$ cat config.mk
export PLATFORM = sky130hd
export DESIGN_NAME = tile_net_top
export DESIGN_NICKNAME = d
export VERILOG_FILES = /design/src/logic/tile_net_pkg.sv /design/src/logic/eva_to_npa.sv /design/src/logic/network_tx.sv /design/src/logic/return_fifo.sv /design/src/logic/out_credit_counter.sv /design/src/logic/tile_net_top.sv
export VERILOG_INCLUDE_DIRS = /design/src /design/src/logic
export SDC_FILE = /design/constraint.sdc
export NUM_CORES = 1
export LEC_CHECK = 0
export BUFFER_PORTS_ARGS = -buffer_cell sky130_fd_sc_hd__buf_2
export CAP_MARGIN = 20
export CELL_PAD_IN_SITES_DETAIL_PLACEMENT = 2
export CELL_PAD_IN_SITES_GLOBAL_PLACEMENT = 2
export CORE_ASPECT_RATIO = 1.2
export CORE_MARGIN = 5
export CORE_UTILIZATION = 29
export DETAILED_ROUTE_END_ITERATION = 8
export GPL_TIMING_DRIVEN = 0
export PLACE_DENSITY_LB_ADDON = 0.1
export SLEW_MARGIN = 40
export SYNTH_ARGS = -nofsm -noshare
export SYNTH_HDL_FRONTEND = slang
export SYNTH_SLANG_ARGS = --single-unit
$ cat constraint.sdc
create_clock -name clk_i -period 3.25 [get_ports clk_i]
set_input_delay 0.325 -clock clk_i [delete_from_list [all_inputs] [get_ports clk_i]]
set_output_delay 0.325 -clock clk_i [all_outputs]
set_load 0.01 [all_outputs]
$ cat src/logic/tile_net_settings.svh
// tile network interface settings
`ifndef TILE_NET_SETTINGS_SVH
`define TILE_NET_SETTINGS_SVH

`define TN_DATA_W       32
`define TN_EVA_W        32
`define TN_EPA_W        16
`define TN_POD_W        2
`define TN_SUB_W        2
// pod bits followed by sub bits
`define TN_CORD_W       4
`define TN_REG_W        5
`define TN_MASK_W       4

`define TN_RET_DEPTH    4
`define TN_MAX_CREDITS  8
`define TN_CREDIT_W     4

`endif

$ cat src/logic/tile_net_pkg.sv
// tile network interface types
package tile_net_pkg;

  typedef enum logic [1:0] {
    e_req_load,
    e_req_store,
    e_req_amoswap,
    e_req_amoor
  } req_op_e;

  typedef enum logic [1:0] {
    e_remote_load,
    e_remote_store,
    e_remote_amoswap,
    e_remote_amoor
  } net_op_e;

  // credit returns go to the counter, never to the fifo
  typedef enum logic [1:0] {
    e_return_ifetch,
    e_return_int_wb,
    e_return_float_wb,
    e_return_credit
  } ret_type_e;

  typedef enum logic [1:0] {
    e_region_dram,
    e_region_global,
    e_region_group,
    e_region_none
  } eva_region_e;

endpackage

$ cat src/logic/eva_to_npa.sv
// eva to network address translation
`include "tile_net_settings.svh"

module eva_to_npa (
  input  logic [`TN_EVA_W-1:0]      eva_i,
  input  logic                      dram_enable_i,
  input  logic [`TN_SUB_W-1:0]      tgo_x_i,
  input  logic [`TN_SUB_W-1:0]      tgo_y_i,
  input  logic [`TN_POD_W-1:0]      pod_x_i,
  input  logic [`TN_POD_W-1:0]      pod_y_i,
  output logic [`TN_CORD_W-1:0]     x_cord_o,
  output logic [`TN_CORD_W-1:0]     y_cord_o,
  output logic [`TN_EPA_W-1:0]      epa_o,
  output tile_net_pkg::eva_region_e region_o,
  output logic                      invalid_o
);

  // tile in pod, offset by the tile group origin, wraps mod 4
  logic [`TN_SUB_W-1:0] group_x;
  logic [`TN_SUB_W-1:0] group_y;

  assign group_x = tgo_x_i + eva_i[19:18];
  assign group_y = tgo_y_i + eva_i[21:20];

  always_comb begin
    if (eva_i[31]) begin
      region_o = tile_net_pkg::e_region_dram;
    end else if (eva_i[30]) begin
      region_o = tile_net_pkg::e_region_global;
    end else if (eva_i[29]) begin
      region_o = tile_net_pkg::e_region_group;
    end else begin
      region_o = tile_net_pkg::e_region_none;
    end
  end

  assign invalid_o = (region_o == tile_net_pkg::e_region_none)
                   | ((region_o == tile_net_pkg::e_region_dram) & ~dram_enable_i);

  always_comb begin
    x_cord_o = '0;
    y_cord_o = '0;
    epa_o    = eva_i[17:2];
    case (region_o)
      tile_net_pkg::e_region_dram: begin
        // EVA[5:4] picks the cache column, bits above 19 fall off the epa
        x_cord_o = {pod_x_i, eva_i[5:4]};
        y_cord_o = '1;
        epa_o    = {eva_i[19:6], eva_i[3:2]};
      end
      tile_net_pkg::e_region_global: begin
        x_cord_o = eva_i[21:18];
        y_cord_o = eva_i[25:22];
      end
      tile_net_pkg::e_region_group: begin
        x_cord_o = {pod_x_i, group_x};
        y_cord_o = {pod_y_i, group_y};
      end
      default: begin
        epa_o = '0;
      end
    endcase
  end

endmodule

$ cat src/logic/network_tx.sv
// remote request packet builder and response steering
`include "tile_net_settings.svh"

module network_tx (
  // request side
  input  logic                      req_v_i,
  input  tile_net_pkg::req_op_e     req_op_i,
  input  logic [`TN_DATA_W-1:0]     req_data_i,
  input  logic [`TN_MASK_W-1:0]     req_mask_i,
  input  logic [`TN_REG_W-1:0]      req_reg_id_i,
  input  logic [`TN_CORD_W-1:0]     x_cord_i,
  input  logic [`TN_CORD_W-1:0]     y_cord_i,
  input  logic [`TN_EPA_W-1:0]      epa_i,
  input  logic                      addr_invalid_i,
  input  logic [`TN_SUB_W-1:0]      my_x_i,
  input  logic [`TN_SUB_W-1:0]      my_y_i,
  input  logic [`TN_POD_W-1:0]      pod_x_i,
  input  logic [`TN_POD_W-1:0]      pod_y_i,
  // outgoing packet
  output logic                      out_v_o,
  output logic [`TN_CORD_W-1:0]     out_x_o,
  output logic [`TN_CORD_W-1:0]     out_y_o,
  output logic [`TN_CORD_W-1:0]     out_src_x_o,
  output logic [`TN_CORD_W-1:0]     out_src_y_o,
  output logic [`TN_EPA_W-1:0]      out_epa_o,
  output tile_net_pkg::net_op_e     out_op_o,
  output logic [`TN_DATA_W-1:0]     out_payload_o,
  output logic [`TN_REG_W-1:0]      out_reg_id_o,
  output logic                      invalid_eva_o,
  // return fifo head
  input  logic                      head_v_i,
  input  tile_net_pkg::ret_type_e   head_type_i,
  input  logic [`TN_DATA_W-1:0]     head_data_i,
  input  logic [`TN_REG_W-1:0]      head_reg_id_i,
  input  logic                      fifo_full_i,
  input  logic                      int_yumi_i,
  input  logic                      float_yumi_i,
  // core consumers
  output logic                      deq_o,
  output logic                      ifetch_v_o,
  output logic [`TN_DATA_W-1:0]     ifetch_instr_o,
  output logic                      int_v_o,
  output logic [`TN_REG_W-1:0]      int_rd_o,
  output logic [`TN_DATA_W-1:0]     int_data_o,
  output logic                      int_force_o,
  output logic                      float_v_o,
  output logic [`TN_REG_W-1:0]      float_rd_o,
  output logic [`TN_DATA_W-1:0]     float_data_o,
  output logic                      float_force_o
);

  assign out_x_o     = x_cord_i;
  assign out_y_o     = y_cord_i;
  assign out_epa_o   = epa_i;
  assign out_src_x_o = {pod_x_i, my_x_i};
  assign out_src_y_o = {pod_y_i, my_y_i};

  // loads carry no data
  assign out_payload_o = (req_op_i == tile_net_pkg::e_req_load) ? '0 : req_data_i;

  // a store sends its byte mask in the reg id field
  assign out_reg_id_o = (req_op_i == tile_net_pkg::e_req_store)
                      ? {{(`TN_REG_W-`TN_MASK_W){1'b0}}, req_mask_i}
                      : req_reg_id_i;

  always_comb begin
    case (req_op_i)
      tile_net_pkg::e_req_store:   out_op_o = tile_net_pkg::e_remote_store;
      tile_net_pkg::e_req_amoswap: out_op_o = tile_net_pkg::e_remote_amoswap;
      tile_net_pkg::e_req_amoor:   out_op_o = tile_net_pkg::e_remote_amoor;
      default:                     out_op_o = tile_net_pkg::e_remote_load;
    endcase
  end

  assign out_v_o       = req_v_i & ~addr_invalid_i;
  assign invalid_eva_o = req_v_i & addr_invalid_i;

  assign ifetch_instr_o = head_data_i;
  assign int_data_o     = head_data_i;
  assign int_rd_o       = head_reg_id_i;
  assign float_data_o   = head_data_i;
  assign float_rd_o     = head_reg_id_i;

  always_comb begin
    deq_o         = 1'b0;
    ifetch_v_o    = 1'b0;
    int_v_o       = 1'b0;
    int_force_o   = 1'b0;
    float_v_o     = 1'b0;
    float_force_o = 1'b0;
    case (head_type_i)
      tile_net_pkg::e_return_ifetch: begin
        // fetch path always takes the word
        ifetch_v_o = head_v_i;
        deq_o      = head_v_i;
      end
      tile_net_pkg::e_return_int_wb: begin
        int_v_o     = head_v_i;
        int_force_o = head_v_i & fifo_full_i;
        deq_o       = head_v_i & (int_yumi_i | fifo_full_i);
      end
      tile_net_pkg::e_return_float_wb: begin
        float_v_o     = head_v_i;
        float_force_o = head_v_i & fifo_full_i;
        deq_o         = head_v_i & (float_yumi_i | fifo_full_i);
      end
      default: begin
        // stray credit entry is dropped
        deq_o = head_v_i;
      end
    endcase
  end

endmodule

$ cat src/logic/return_fifo.sv
// returned packet buffer
`include "tile_net_settings.svh"

module return_fifo (
  input  logic                    clk_i,
  input  logic                    arst_n_i,
  input  logic                    enq_v_i,
  input  tile_net_pkg::ret_type_e enq_type_i,
  input  logic [`TN_DATA_W-1:0]   enq_data_i,
  input  logic [`TN_REG_W-1:0]    enq_reg_id_i,
  input  logic                    deq_i,
  output logic                    head_v_o,
  output tile_net_pkg::ret_type_e head_type_o,
  output logic [`TN_DATA_W-1:0]   head_data_o,
  output logic [`TN_REG_W-1:0]    head_reg_id_o,
  output logic                    full_o
);

  localparam int PTR_W = $clog2(`TN_RET_DEPTH);

  tile_net_pkg::ret_type_e type_mem [`TN_RET_DEPTH];
  logic [`TN_DATA_W-1:0]   data_mem [`TN_RET_DEPTH];
  logic [`TN_REG_W-1:0]    reg_mem  [`TN_RET_DEPTH];

  logic [PTR_W-1:0] wr_ptr;
  logic [PTR_W-1:0] rd_ptr;
  logic [PTR_W:0]   count;
  logic             do_enq;
  logic             do_deq;

  assign head_v_o = (count != '0);
  assign full_o   = (count == (PTR_W+1)'(`TN_RET_DEPTH));
  assign do_enq   = enq_v_i & ~full_o;
  assign do_deq   = deq_i & head_v_o;

  assign head_type_o   = type_mem[rd_ptr];
  assign head_data_o   = data_mem[rd_ptr];
  assign head_reg_id_o = reg_mem[rd_ptr];

  always_ff @(posedge clk_i) begin
    if (do_enq) begin
      type_mem[wr_ptr] <= enq_type_i;
      data_mem[wr_ptr] <= enq_data_i;
      reg_mem[wr_ptr]  <= enq_reg_id_i;
    end
  end

  always_ff @(posedge clk_i or negedge arst_n_i) begin
    if (!arst_n_i) begin
      wr_ptr <= '0;
      rd_ptr <= '0;
      count  <= '0;
    end else begin
      if (do_enq) begin
        wr_ptr <= (wr_ptr == PTR_W'(`TN_RET_DEPTH-1)) ? '0 : wr_ptr + 1'b1;
      end
      if (do_deq) begin
        rd_ptr <= (rd_ptr == PTR_W'(`TN_RET_DEPTH-1)) ? '0 : rd_ptr + 1'b1;
      end
      // simultaneous enq and deq leaves the count alone
      if (do_enq && !do_deq) begin
        count <= count + 1'b1;
      end else if (do_deq && !do_enq) begin
        count <= count - 1'b1;
      end
    end
  end

endmodule

$ cat src/logic/out_credit_counter.sv
// outstanding request credit counter
`include "tile_net_settings.svh"

module out_credit_counter (
  input  logic                     clk_i,
  input  logic                     arst_n_i,
  input  logic                     sent_i,
  input  logic                     credit_v_i,
  output logic [`TN_CREDIT_W-1:0]  credits_o,
  output logic                     req_credit_o
);

  localparam logic [`TN_CREDIT_W-1:0] MAX_CREDITS = `TN_CREDIT_W'(`TN_MAX_CREDITS);

  logic dec;
  logic inc;

  // send and return in one cycle cancel out
  assign dec = sent_i & ~credit_v_i & (credits_o != '0);
  assign inc = credit_v_i & ~sent_i & (credits_o != MAX_CREDITS);

  always_ff @(posedge clk_i or negedge arst_n_i) begin
    if (!arst_n_i) begin
      credits_o    <= MAX_CREDITS;
      req_credit_o <= 1'b0;
    end else begin
      if (dec) begin
        credits_o <= credits_o - 1'b1;
      end else if (inc) begin
        credits_o <= credits_o + 1'b1;
      end
      // hand the returned credit on to the core
      req_credit_o <= credit_v_i;
    end
  end

endmodule

$ cat src/logic/tile_net_top.sv
// tile network interface top
`include "tile_net_settings.svh"

module tile_net_top (
  input  logic                    clk_i,
  input  logic                    arst_n_i,
  // core requests
  input  logic                    req_v_i,
  input  tile_net_pkg::req_op_e   req_op_i,
  input  logic [`TN_EVA_W-1:0]    req_eva_i,
  input  logic [`TN_DATA_W-1:0]   req_data_i,
  input  logic [`TN_MASK_W-1:0]   req_mask_i,
  input  logic [`TN_REG_W-1:0]    req_reg_id_i,
  output logic [`TN_CREDIT_W-1:0] credits_o,
  output logic                    req_credit_o,
  output logic                    invalid_eva_o,
  // tile position
  input  logic                    dram_enable_i,
  input  logic [`TN_SUB_W-1:0]    tgo_x_i,
  input  logic [`TN_SUB_W-1:0]    tgo_y_i,
  input  logic [`TN_SUB_W-1:0]    my_x_i,
  input  logic [`TN_SUB_W-1:0]    my_y_i,
  input  logic [`TN_POD_W-1:0]    pod_x_i,
  input  logic [`TN_POD_W-1:0]    pod_y_i,
  // network out
  output logic                    out_v_o,
  output logic [`TN_CORD_W-1:0]   out_x_o,
  output logic [`TN_CORD_W-1:0]   out_y_o,
  output logic [`TN_CORD_W-1:0]   out_src_x_o,
  output logic [`TN_CORD_W-1:0]   out_src_y_o,
  output logic [`TN_EPA_W-1:0]    out_epa_o,
  output tile_net_pkg::net_op_e   out_op_o,
  output logic [`TN_DATA_W-1:0]   out_payload_o,
  output logic [`TN_REG_W-1:0]    out_reg_id_o,
  // network returns
  input  logic                    ret_v_i,
  input  tile_net_pkg::ret_type_e ret_type_i,
  input  logic [`TN_DATA_W-1:0]   ret_data_i,
  input  logic [`TN_REG_W-1:0]    ret_reg_id_i,
  input  logic                    ret_credit_v_i,
  output logic                    ret_ready_o,
  // core responses
  output logic                    ifetch_v_o,
  output logic [`TN_DATA_W-1:0]   ifetch_instr_o,
  output logic                    int_v_o,
  output logic [`TN_REG_W-1:0]    int_rd_o,
  output logic [`TN_DATA_W-1:0]   int_data_o,
  output logic                    int_force_o,
  input  logic                    int_yumi_i,
  output logic                    float_v_o,
  output logic [`TN_REG_W-1:0]    float_rd_o,
  output logic [`TN_DATA_W-1:0]   float_data_o,
  output logic                    float_force_o,
  input  logic                    float_yumi_i
);

  logic [`TN_CORD_W-1:0]   x_cord;
  logic [`TN_CORD_W-1:0]   y_cord;
  logic [`TN_EPA_W-1:0]    epa;
  logic                    addr_invalid;
  logic                    head_v;
  tile_net_pkg::ret_type_e head_type;
  logic [`TN_DATA_W-1:0]   head_data;
  logic [`TN_REG_W-1:0]    head_reg_id;
  logic                    fifo_full;
  logic                    deq;

  assign ret_ready_o = ~fifo_full;

  return_fifo ret_fifo0 (
    .clk_i(clk_i), .arst_n_i(arst_n_i),
    .enq_v_i(ret_v_i), .enq_type_i(ret_type_i),
    .enq_data_i(ret_data_i), .enq_reg_id_i(ret_reg_id_i),
    .deq_i(deq),
    .head_v_o(head_v), .head_type_o(head_type),
    .head_data_o(head_data), .head_reg_id_o(head_reg_id),
    .full_o(fifo_full)
  );

  eva_to_npa eva2npa0 (
    .eva_i(req_eva_i), .dram_enable_i(dram_enable_i),
    .tgo_x_i(tgo_x_i), .tgo_y_i(tgo_y_i),
    .pod_x_i(pod_x_i), .pod_y_i(pod_y_i),
    .x_cord_o(x_cord), .y_cord_o(y_cord), .epa_o(epa),
    .region_o(),
    .invalid_o(addr_invalid)
  );

  network_tx tx0 (
    .req_v_i(req_v_i), .req_op_i(req_op_i), .req_data_i(req_data_i),
    .req_mask_i(req_mask_i), .req_reg_id_i(req_reg_id_i),
    .x_cord_i(x_cord), .y_cord_i(y_cord), .epa_i(epa),
    .addr_invalid_i(addr_invalid),
    .my_x_i(my_x_i), .my_y_i(my_y_i), .pod_x_i(pod_x_i), .pod_y_i(pod_y_i),
    .out_v_o(out_v_o), .out_x_o(out_x_o), .out_y_o(out_y_o),
    .out_src_x_o(out_src_x_o), .out_src_y_o(out_src_y_o),
    .out_epa_o(out_epa_o), .out_op_o(out_op_o),
    .out_payload_o(out_payload_o), .out_reg_id_o(out_reg_id_o),
    .invalid_eva_o(invalid_eva_o),
    .head_v_i(head_v), .head_type_i(head_type),
    .head_data_i(head_data), .head_reg_id_i(head_reg_id),
    .fifo_full_i(fifo_full),
    .int_yumi_i(int_yumi_i), .float_yumi_i(float_yumi_i),
    .deq_o(deq),
    .ifetch_v_o(ifetch_v_o), .ifetch_instr_o(ifetch_instr_o),
    .int_v_o(int_v_o), .int_rd_o(int_rd_o),
    .int_data_o(int_data_o), .int_force_o(int_force_o),
    .float_v_o(float_v_o), .float_rd_o(float_rd_o),
    .float_data_o(float_data_o), .float_force_o(float_force_o)
  );

  out_credit_counter credit0 (
    .clk_i(clk_i), .arst_n_i(arst_n_i),
    .sent_i(out_v_o), .credit_v_i(ret_credit_v_i),
    .credits_o(credits_o), .req_credit_o(req_credit_o)
  );

endmodule

Yosys cells after proc, flatten, opt, wreduce, memory -nomap -nowiden
Memory sizes are Yosys's and may differ from the RTL's. Cells that the tools add are included.

Add/sub/neg operators: 8. Eq/ne operators: 12. Multiplexer cells: 23. Bitwise logic cells: 20. Reduce and logical (&&, ||, !) cells: 12.

Operators with widths (number): $mux 32 (1); $pmux 16 s2 (1); $pmux 4 s3 (2); $eq 2x2->1 const B (7); $and 1x1->1 (12); $mux 1 (8); $mux 2 (4); $mux 4 (2); $eq 2x1->1 const B (3); $logic_not 2->1 (3); $mux 3 (2); $pmux 2 s3 (1); $mux 5 (1); $not 1->1 (5); $add 2x1->2 const B (2); $add 2x2->2 (2); $add 4x1->4 const B (1); $ne 4x4->1 const B (1); $reduce_bool 2->1 (2); $reduce_bool 4->1 (1); $sub 4x1->4 const B (1); $add 3x1->3 const B (1); $eq 3x3->1 const B (1); $or 1x1->1 (3); 6 further kinds (8).

Flip-flop bits (word level): 12. RAM bits: 156. Input bits: 134. Output and inout bits: 190. Word-level logic and storage cells: 83. Memories: 3.

Memories: ret_fifo0.data_mem (depth 4, bits a word 32, read ports 1, clocked after Yosys merged registers in 0, write ports 1, RTL line return_fifo.sv:22) `` logic [`TN_DATA_W-1:0] data_mem [`TN_RET_DEPTH]; ``; ret_fifo0.reg_mem (depth 4, bits a word 5, read ports 1, clocked after Yosys merged registers in 0, write ports 1, RTL line return_fifo.sv:23) `` logic [`TN_REG_W-1:0] reg_mem [`TN_RET_DEPTH]; ``; ret_fifo0.type_mem (depth 4, bits a word 2, read ports 1, clocked after Yosys merged registers in 0, write ports 1, RTL line return_fifo.sv:21) `` tile_net_pkg::ret_type_e type_mem [`TN_RET_DEPTH]; ``.

Depth between registers and ports, before layout
Depth after elaboration: 13. Mapped depth: 13. Gate-level depth less buffers: 11.

Cells and area by module
From an unflattened synthesis, not the netlist that was laid out.

Cell total of the unflattened synthesis: 515. Area, all modules: 8252.9 um^2.

Modules (own cells, without submodules): return_fifo (instances 1, cells each 241, area each 6137.1 um^2, seq. area each 4859.7 um^2); network_tx (instances 1, cells each 198, area each 1442.6 um^2, seq. area each 0.0 um^2); eva_to_npa (instances 1, cells each 51, area each 391.6 um^2, seq. area each 0.0 um^2); out_credit_counter (instances 1, cells each 24, area each 277.8 um^2, seq. area each 126.4 um^2); tile_net_top (instances 1, cells each 1, area each 3.8 um^2, seq. area each 0.0 um^2).

Least setup slack after synthesis
OpenSTA, ideal clock, no wires.

Kind: reg-to-reg. From: reg ret_fifo0.rd_ptr[0]. To: reg ret_fifo0.count[2]. Setup time: 79 ps. Arrival time: 2978 ps. Required time: 3171 ps. Path slack: 192 ps. Cell stages (with the launch flop): 14. Buffers on the path: 2. Clock period less this slack: 3058 ps. Cells stage by stage: dfrtp_1 > clkbuf_1 > buf_2 > mux4_2 > inv_1 > ha_1 > mux2i_1 > a31o_2 > ha_1 > inv_1 > fa_1 > xor2_1 > nor2_1 > xor2_1.

Longest elaborated chain between the ends: 7. Elaborated cells between the ends (all ways): 10. Classes of those cells: 2 x eq/ne; 2 x mux; 1 x bitwise; 4 x reduce/logical; 1 x memory.

Ends and longest elaborated chain: start, declared (RTL line return_fifo.sv:26) `logic [PTR_W-1:0] rd_ptr;`; start signal, assigned (RTL line return_fifo.sv:58) `` rd_ptr <= (rd_ptr == PTR_W'(`TN_RET_DEPTH-1)) ? '0 : rd_ptr + 1'b1; ``; $mem_v2 4x2 (*); $eq 2x2->1 or $eq 2x1->1 (tied branches) (RTL line network_tx.sv:91) `case (head_type_i)`; $pmux 1 s2 (*) (RTL line network_tx.sv:91); $and 1x1->1 (*) (RTL line return_fifo.sv:34) `assign do_deq = deq_i & head_v_o;`; $logic_not 1->1 (RTL line return_fifo.sv:61) `if (do_enq && !do_deq) begin`; $logic_and 1x1->1 (RTL line return_fifo.sv:61); $mux 3 or $reduce_bool 2->1 (tied branches); end signal, assigned (RTL line return_fifo.sv:62) `count <= count + 1'b1;`; end signal, assigned (RTL line return_fifo.sv:64) `count <= count - 1'b1;`; end, declared (RTL line return_fifo.sv:27) `logic [PTR_W:0] count;`.

Every way passes the cells marked *; elsewhere a longest branch is shown, timed or not. A chain may end at the register's enable or synchronous reset.

Worst setup path after layout
Same ends and word-level chain as after synthesis.

==> impl_metrics.json <==
{
  "cts-buffers-inserted": 17,
  "cts_root_buf": "clkbuf_16",
  "grt_pass1_wl_mm": 33.5,
  "dp_hpwl_mm": 17.0,
  "switching_power_mw": 3.27,
  "clk_latency_ns": 0.42,
  "drt-initial-drc-count": 279,
  "p_int_mw": 6.13,
  "die_w_um": 158,
  "synth-edff-count": 156,
  "rows": 65,
  "r2r_slack_ns": 0.22,
  "syn_area_um2": 7660,
  "firstDrtPassIters": 4,
  "antenna_found_initial": 2,
  "fp.dieH_um": 188,
  "grt_pass1_vias": 5904,
  "seq_area_frac_synth_pct": 65.1,
  "cts_tree": "built",
  "vdd_ir_drop_max_mv": 0.386,
  "worstPathRequired_ns": 3.59,
  "yosys_warnings": 0,
  "clk_path_buf_depth": 2,
  "power.share.clock_pct": 20.4,
  "critPathCaptureType": "flip-flop",
  "wirelength_mm": 21.9,
  "final_common_cell": "buf_2",
  "worstSetupPathType": "flip-flop to flip-flop",
  "route.detailed.drc": 0,
  "fin_tns_setup_ns": 0,
  "start_util_pct": 29.3,
  "vias_per_cell": 4.48,
  "period_share_pct": 93.2,
  "grt.overflow.total": 0,
  "syn_to_final_growth_pct": 35.1,
  "skew_ns": 0.00985,
  "cts.clk_slew.worst_paths_ns": 0.07,
  "regToRegStartpoint": "ret_fifo0.rd_ptr[0]$_DFFE_PN0P_",
  "power_mw": 9.40,
  "ff_latch_area_um2": 4990,
  "slew_viol_final": 0,
  "p_sw_share_pct": 34.8,
  "synth_top_cell_by_area": "edfxtp_1",
  "worst_hold_path_type": "input pin to flip-flop",
  "syn_nets": 602,
  "drv_cap": 0,
  "vias": 5120,
  "ys.flop_type": "edfxtp_1",
  "synth-async-reset-ratio_pct": 7.14,
  "finalNetCount": 941,
  "placed_cell_area_um2": 9740,
  "cp_data_arrival_time_ns": 3.37,
  "multiInputGateArea_um2": 1990,
  "relSlewSlack_pct": 53.7,
  "power_frac_comb_pct": 47.3,
  "grt_max_degree": 25,
  "p_leak_nw": 4.32,
  "fill_cells": 2710,
  "fmax_mhz": 330,
  "core_area_um2": 26200,
  "holdWs_ns": 0.101,
  "worst-path-max-fanout": 10,
  "finalWeightedCongestion": 0.758,
  "clock-sinks": 168,
  "final_cell_area_um2": 10300,
  "drive_gt1_share_pct": 61.3,
  "synth.distinct_cells": 42,
  "tightest_slew_ns": 0.695,
  "synth_seq_cells": 168,
  "syn_inst": 455,
  "finalSetupViolations": 0,
  "pin_count": 324,
  "avgSynthCellArea_um2": 16.8,
  "worstRegToRegCells": 12,
  "synth_top_area_share_pct": 61.1,
  "hold_violations": 0,
  "synth_area_leaders": "edfxtp_1, mux4_2, buf_4",
  "drt-wirelength-per-cell_um": 19.2,
  "worstReg2RegEnd": "ret_fifo0.count[2]$_DFFE_PN0P_",
  "timing.final.crit_period_ns": 3.03,
  "port_buffers": 313,
  "start_kind": "flip-flop",
  "status": "finished, final reports clean",
  "p_per_area_nw_per_um2": 908,
  "final_cell_mix": "buf_2, edfxtp_1, buf_4",
  "p_seq_share_pct": 32.3,
  "ant_nets": 0,
  "crit_end": "ret_fifo0.count[2]$_DFFE_PN0P_",
  "startpoint": "ret_fifo0.rd_ptr[0]$_DFFE_PN0P_",
  "design.die.area_um2": 29800,
  "groute.usage.overall_pct": 14.7,
  "h-tree-depth": 4
}
-- power groups by stage --
stage | clock, mW | sequential [mW] | combinational, mW
2_1_floorplan | 0 | 3.04 | 2.81
3_3_place_gp | 0 | 3.07 | 4.38
3_5_place_dp | 0 | 3.09 | 4.56
4_1_cts | 1.98 | 3.06 | 4.57
5_1_grt | 2.08 | 3.08 | 4.87
6_report | 1.91 | 3.04 | 4.44
-- critical path, stage by stage, from the launching register on --
cell and delay (ns):
dfrtp_2 0.43, buf_12 0.17, mux4_2 0.53, inv_1 0.11
ha_1 0.21, mux2i_1 0.21, a31o_2 0.23, ha_1 0.20
inv_1 0.07, fa_1 0.37, xor2_1 0.17, nor2_1 0.12
xor2_1 0.16
-- flip-flops by register name, summed over array words and instances, names as in the netlist --
register	cells
ret_fifo0.rd_ptr	2
ret_fifo0.wr_ptr	2
credit0.req_credit_o	1
ret_fifo0.type_mem	8
ret_fifo0.count	3
ret_fifo0.reg_mem	20
ret_fifo0.data_mem	128
credit0.credits_o	4
-- per-stage QoR --
stage	setup slack [ns]	util, %	instances
2_1_floorplan	0.192	-	455
3_3_place_gp	-0.299	36.8	1103
3_5_place_dp	-0.366	37.2	1107
4_1_cts	0.0481	39.4	1139
5_1_grt	-0.0123	39.5	1143
6_report	0.219	39.5	1143
-- cells by family after synthesis --
logic type                 count (synthesis)  synth area share, %
DFF                                      168                 65.1
buffers and inverters                    105                 9.11
and+or+nand+nor                           74                 5.76
muxes                                     52                 13.3
AOI/OAI and AO/OA                         34                 3.49
adders and majority gates                 13                 2.22
xor gates and xnor gates                   9                 1.03
-- synthesized netlist by cell type, types with 4 or more instances --
master / number
a22o_1: 16
ha_1: 12
o21ai_0: 4
clkbuf_1: 11
edfxtp_1: 156
mux2i_1: 4
nand2_1: 7
xor2_1: 5
inv_1: 8
and2_1: 6
buf_2: 6
nor2b_1: 39
mux4_2: 39
dfrtp_1: 11
mux2_2: 8
xnor2_1: 4
nor2_1: 9
buf_4: 77
-- worst min path at each step --
stage	startpoint	to	slack (ns)	cells after the start
after detailed placement	arst_n_i	credit0.credits_o[2]$_DFFE_PN0P_	0.24	1
after CTS	ret_credit_v_i	credit0.req_credit_o$_DFF_PN0_	0.07	1
final	ret_credit_v_i	credit0.req_credit_o$_DFF_PN0_	0.10	1
after global routing	ret_credit_v_i	credit0.req_credit_o$_DFF_PN0_	0.07	1
after global placement	arst_n_i	credit0.credits_o[2]$_DFFE_PN0P_	0.24	1
after floorplan	arst_n_i	credit0.credits_o[0]$_DFFE_PN0P_	0.03	0
-- layer usage --
layer | vias to the layer above | track usage (%) | wire [µm]
li1 | 2341 | - | -
met1 | 2557 | 15.1 | 7580
met2 | 200 | 28.2 | 12300
met3 | 20 | 4.34 | 1680
met4 | 2 | 4.14 | 300
met5 | - | 0 | 20
-- area by class of cell --
cell class	count	share of cell area (%)
clock buffers	17	4.11
multi-input cells	182	19.2
flip-flops and latches	168	48.2
well taps	335	4.05
diodes	1	0.0242
plain buffers	96	6.60
inverters	8	0.290
repair buffers	321	16.2
clock inverters	15	1.29
-- repair_timing --
action | CTS | global route
hold endpoints to repair | 11 | 0
resized for setup | 4 | 4
pin swaps | 0 | 0
setup endpoints to repair | 2 | 1
hold buffers | 1 | 0
buffers inserted | 0 | 3
Power figures use the tool's default switching activity.
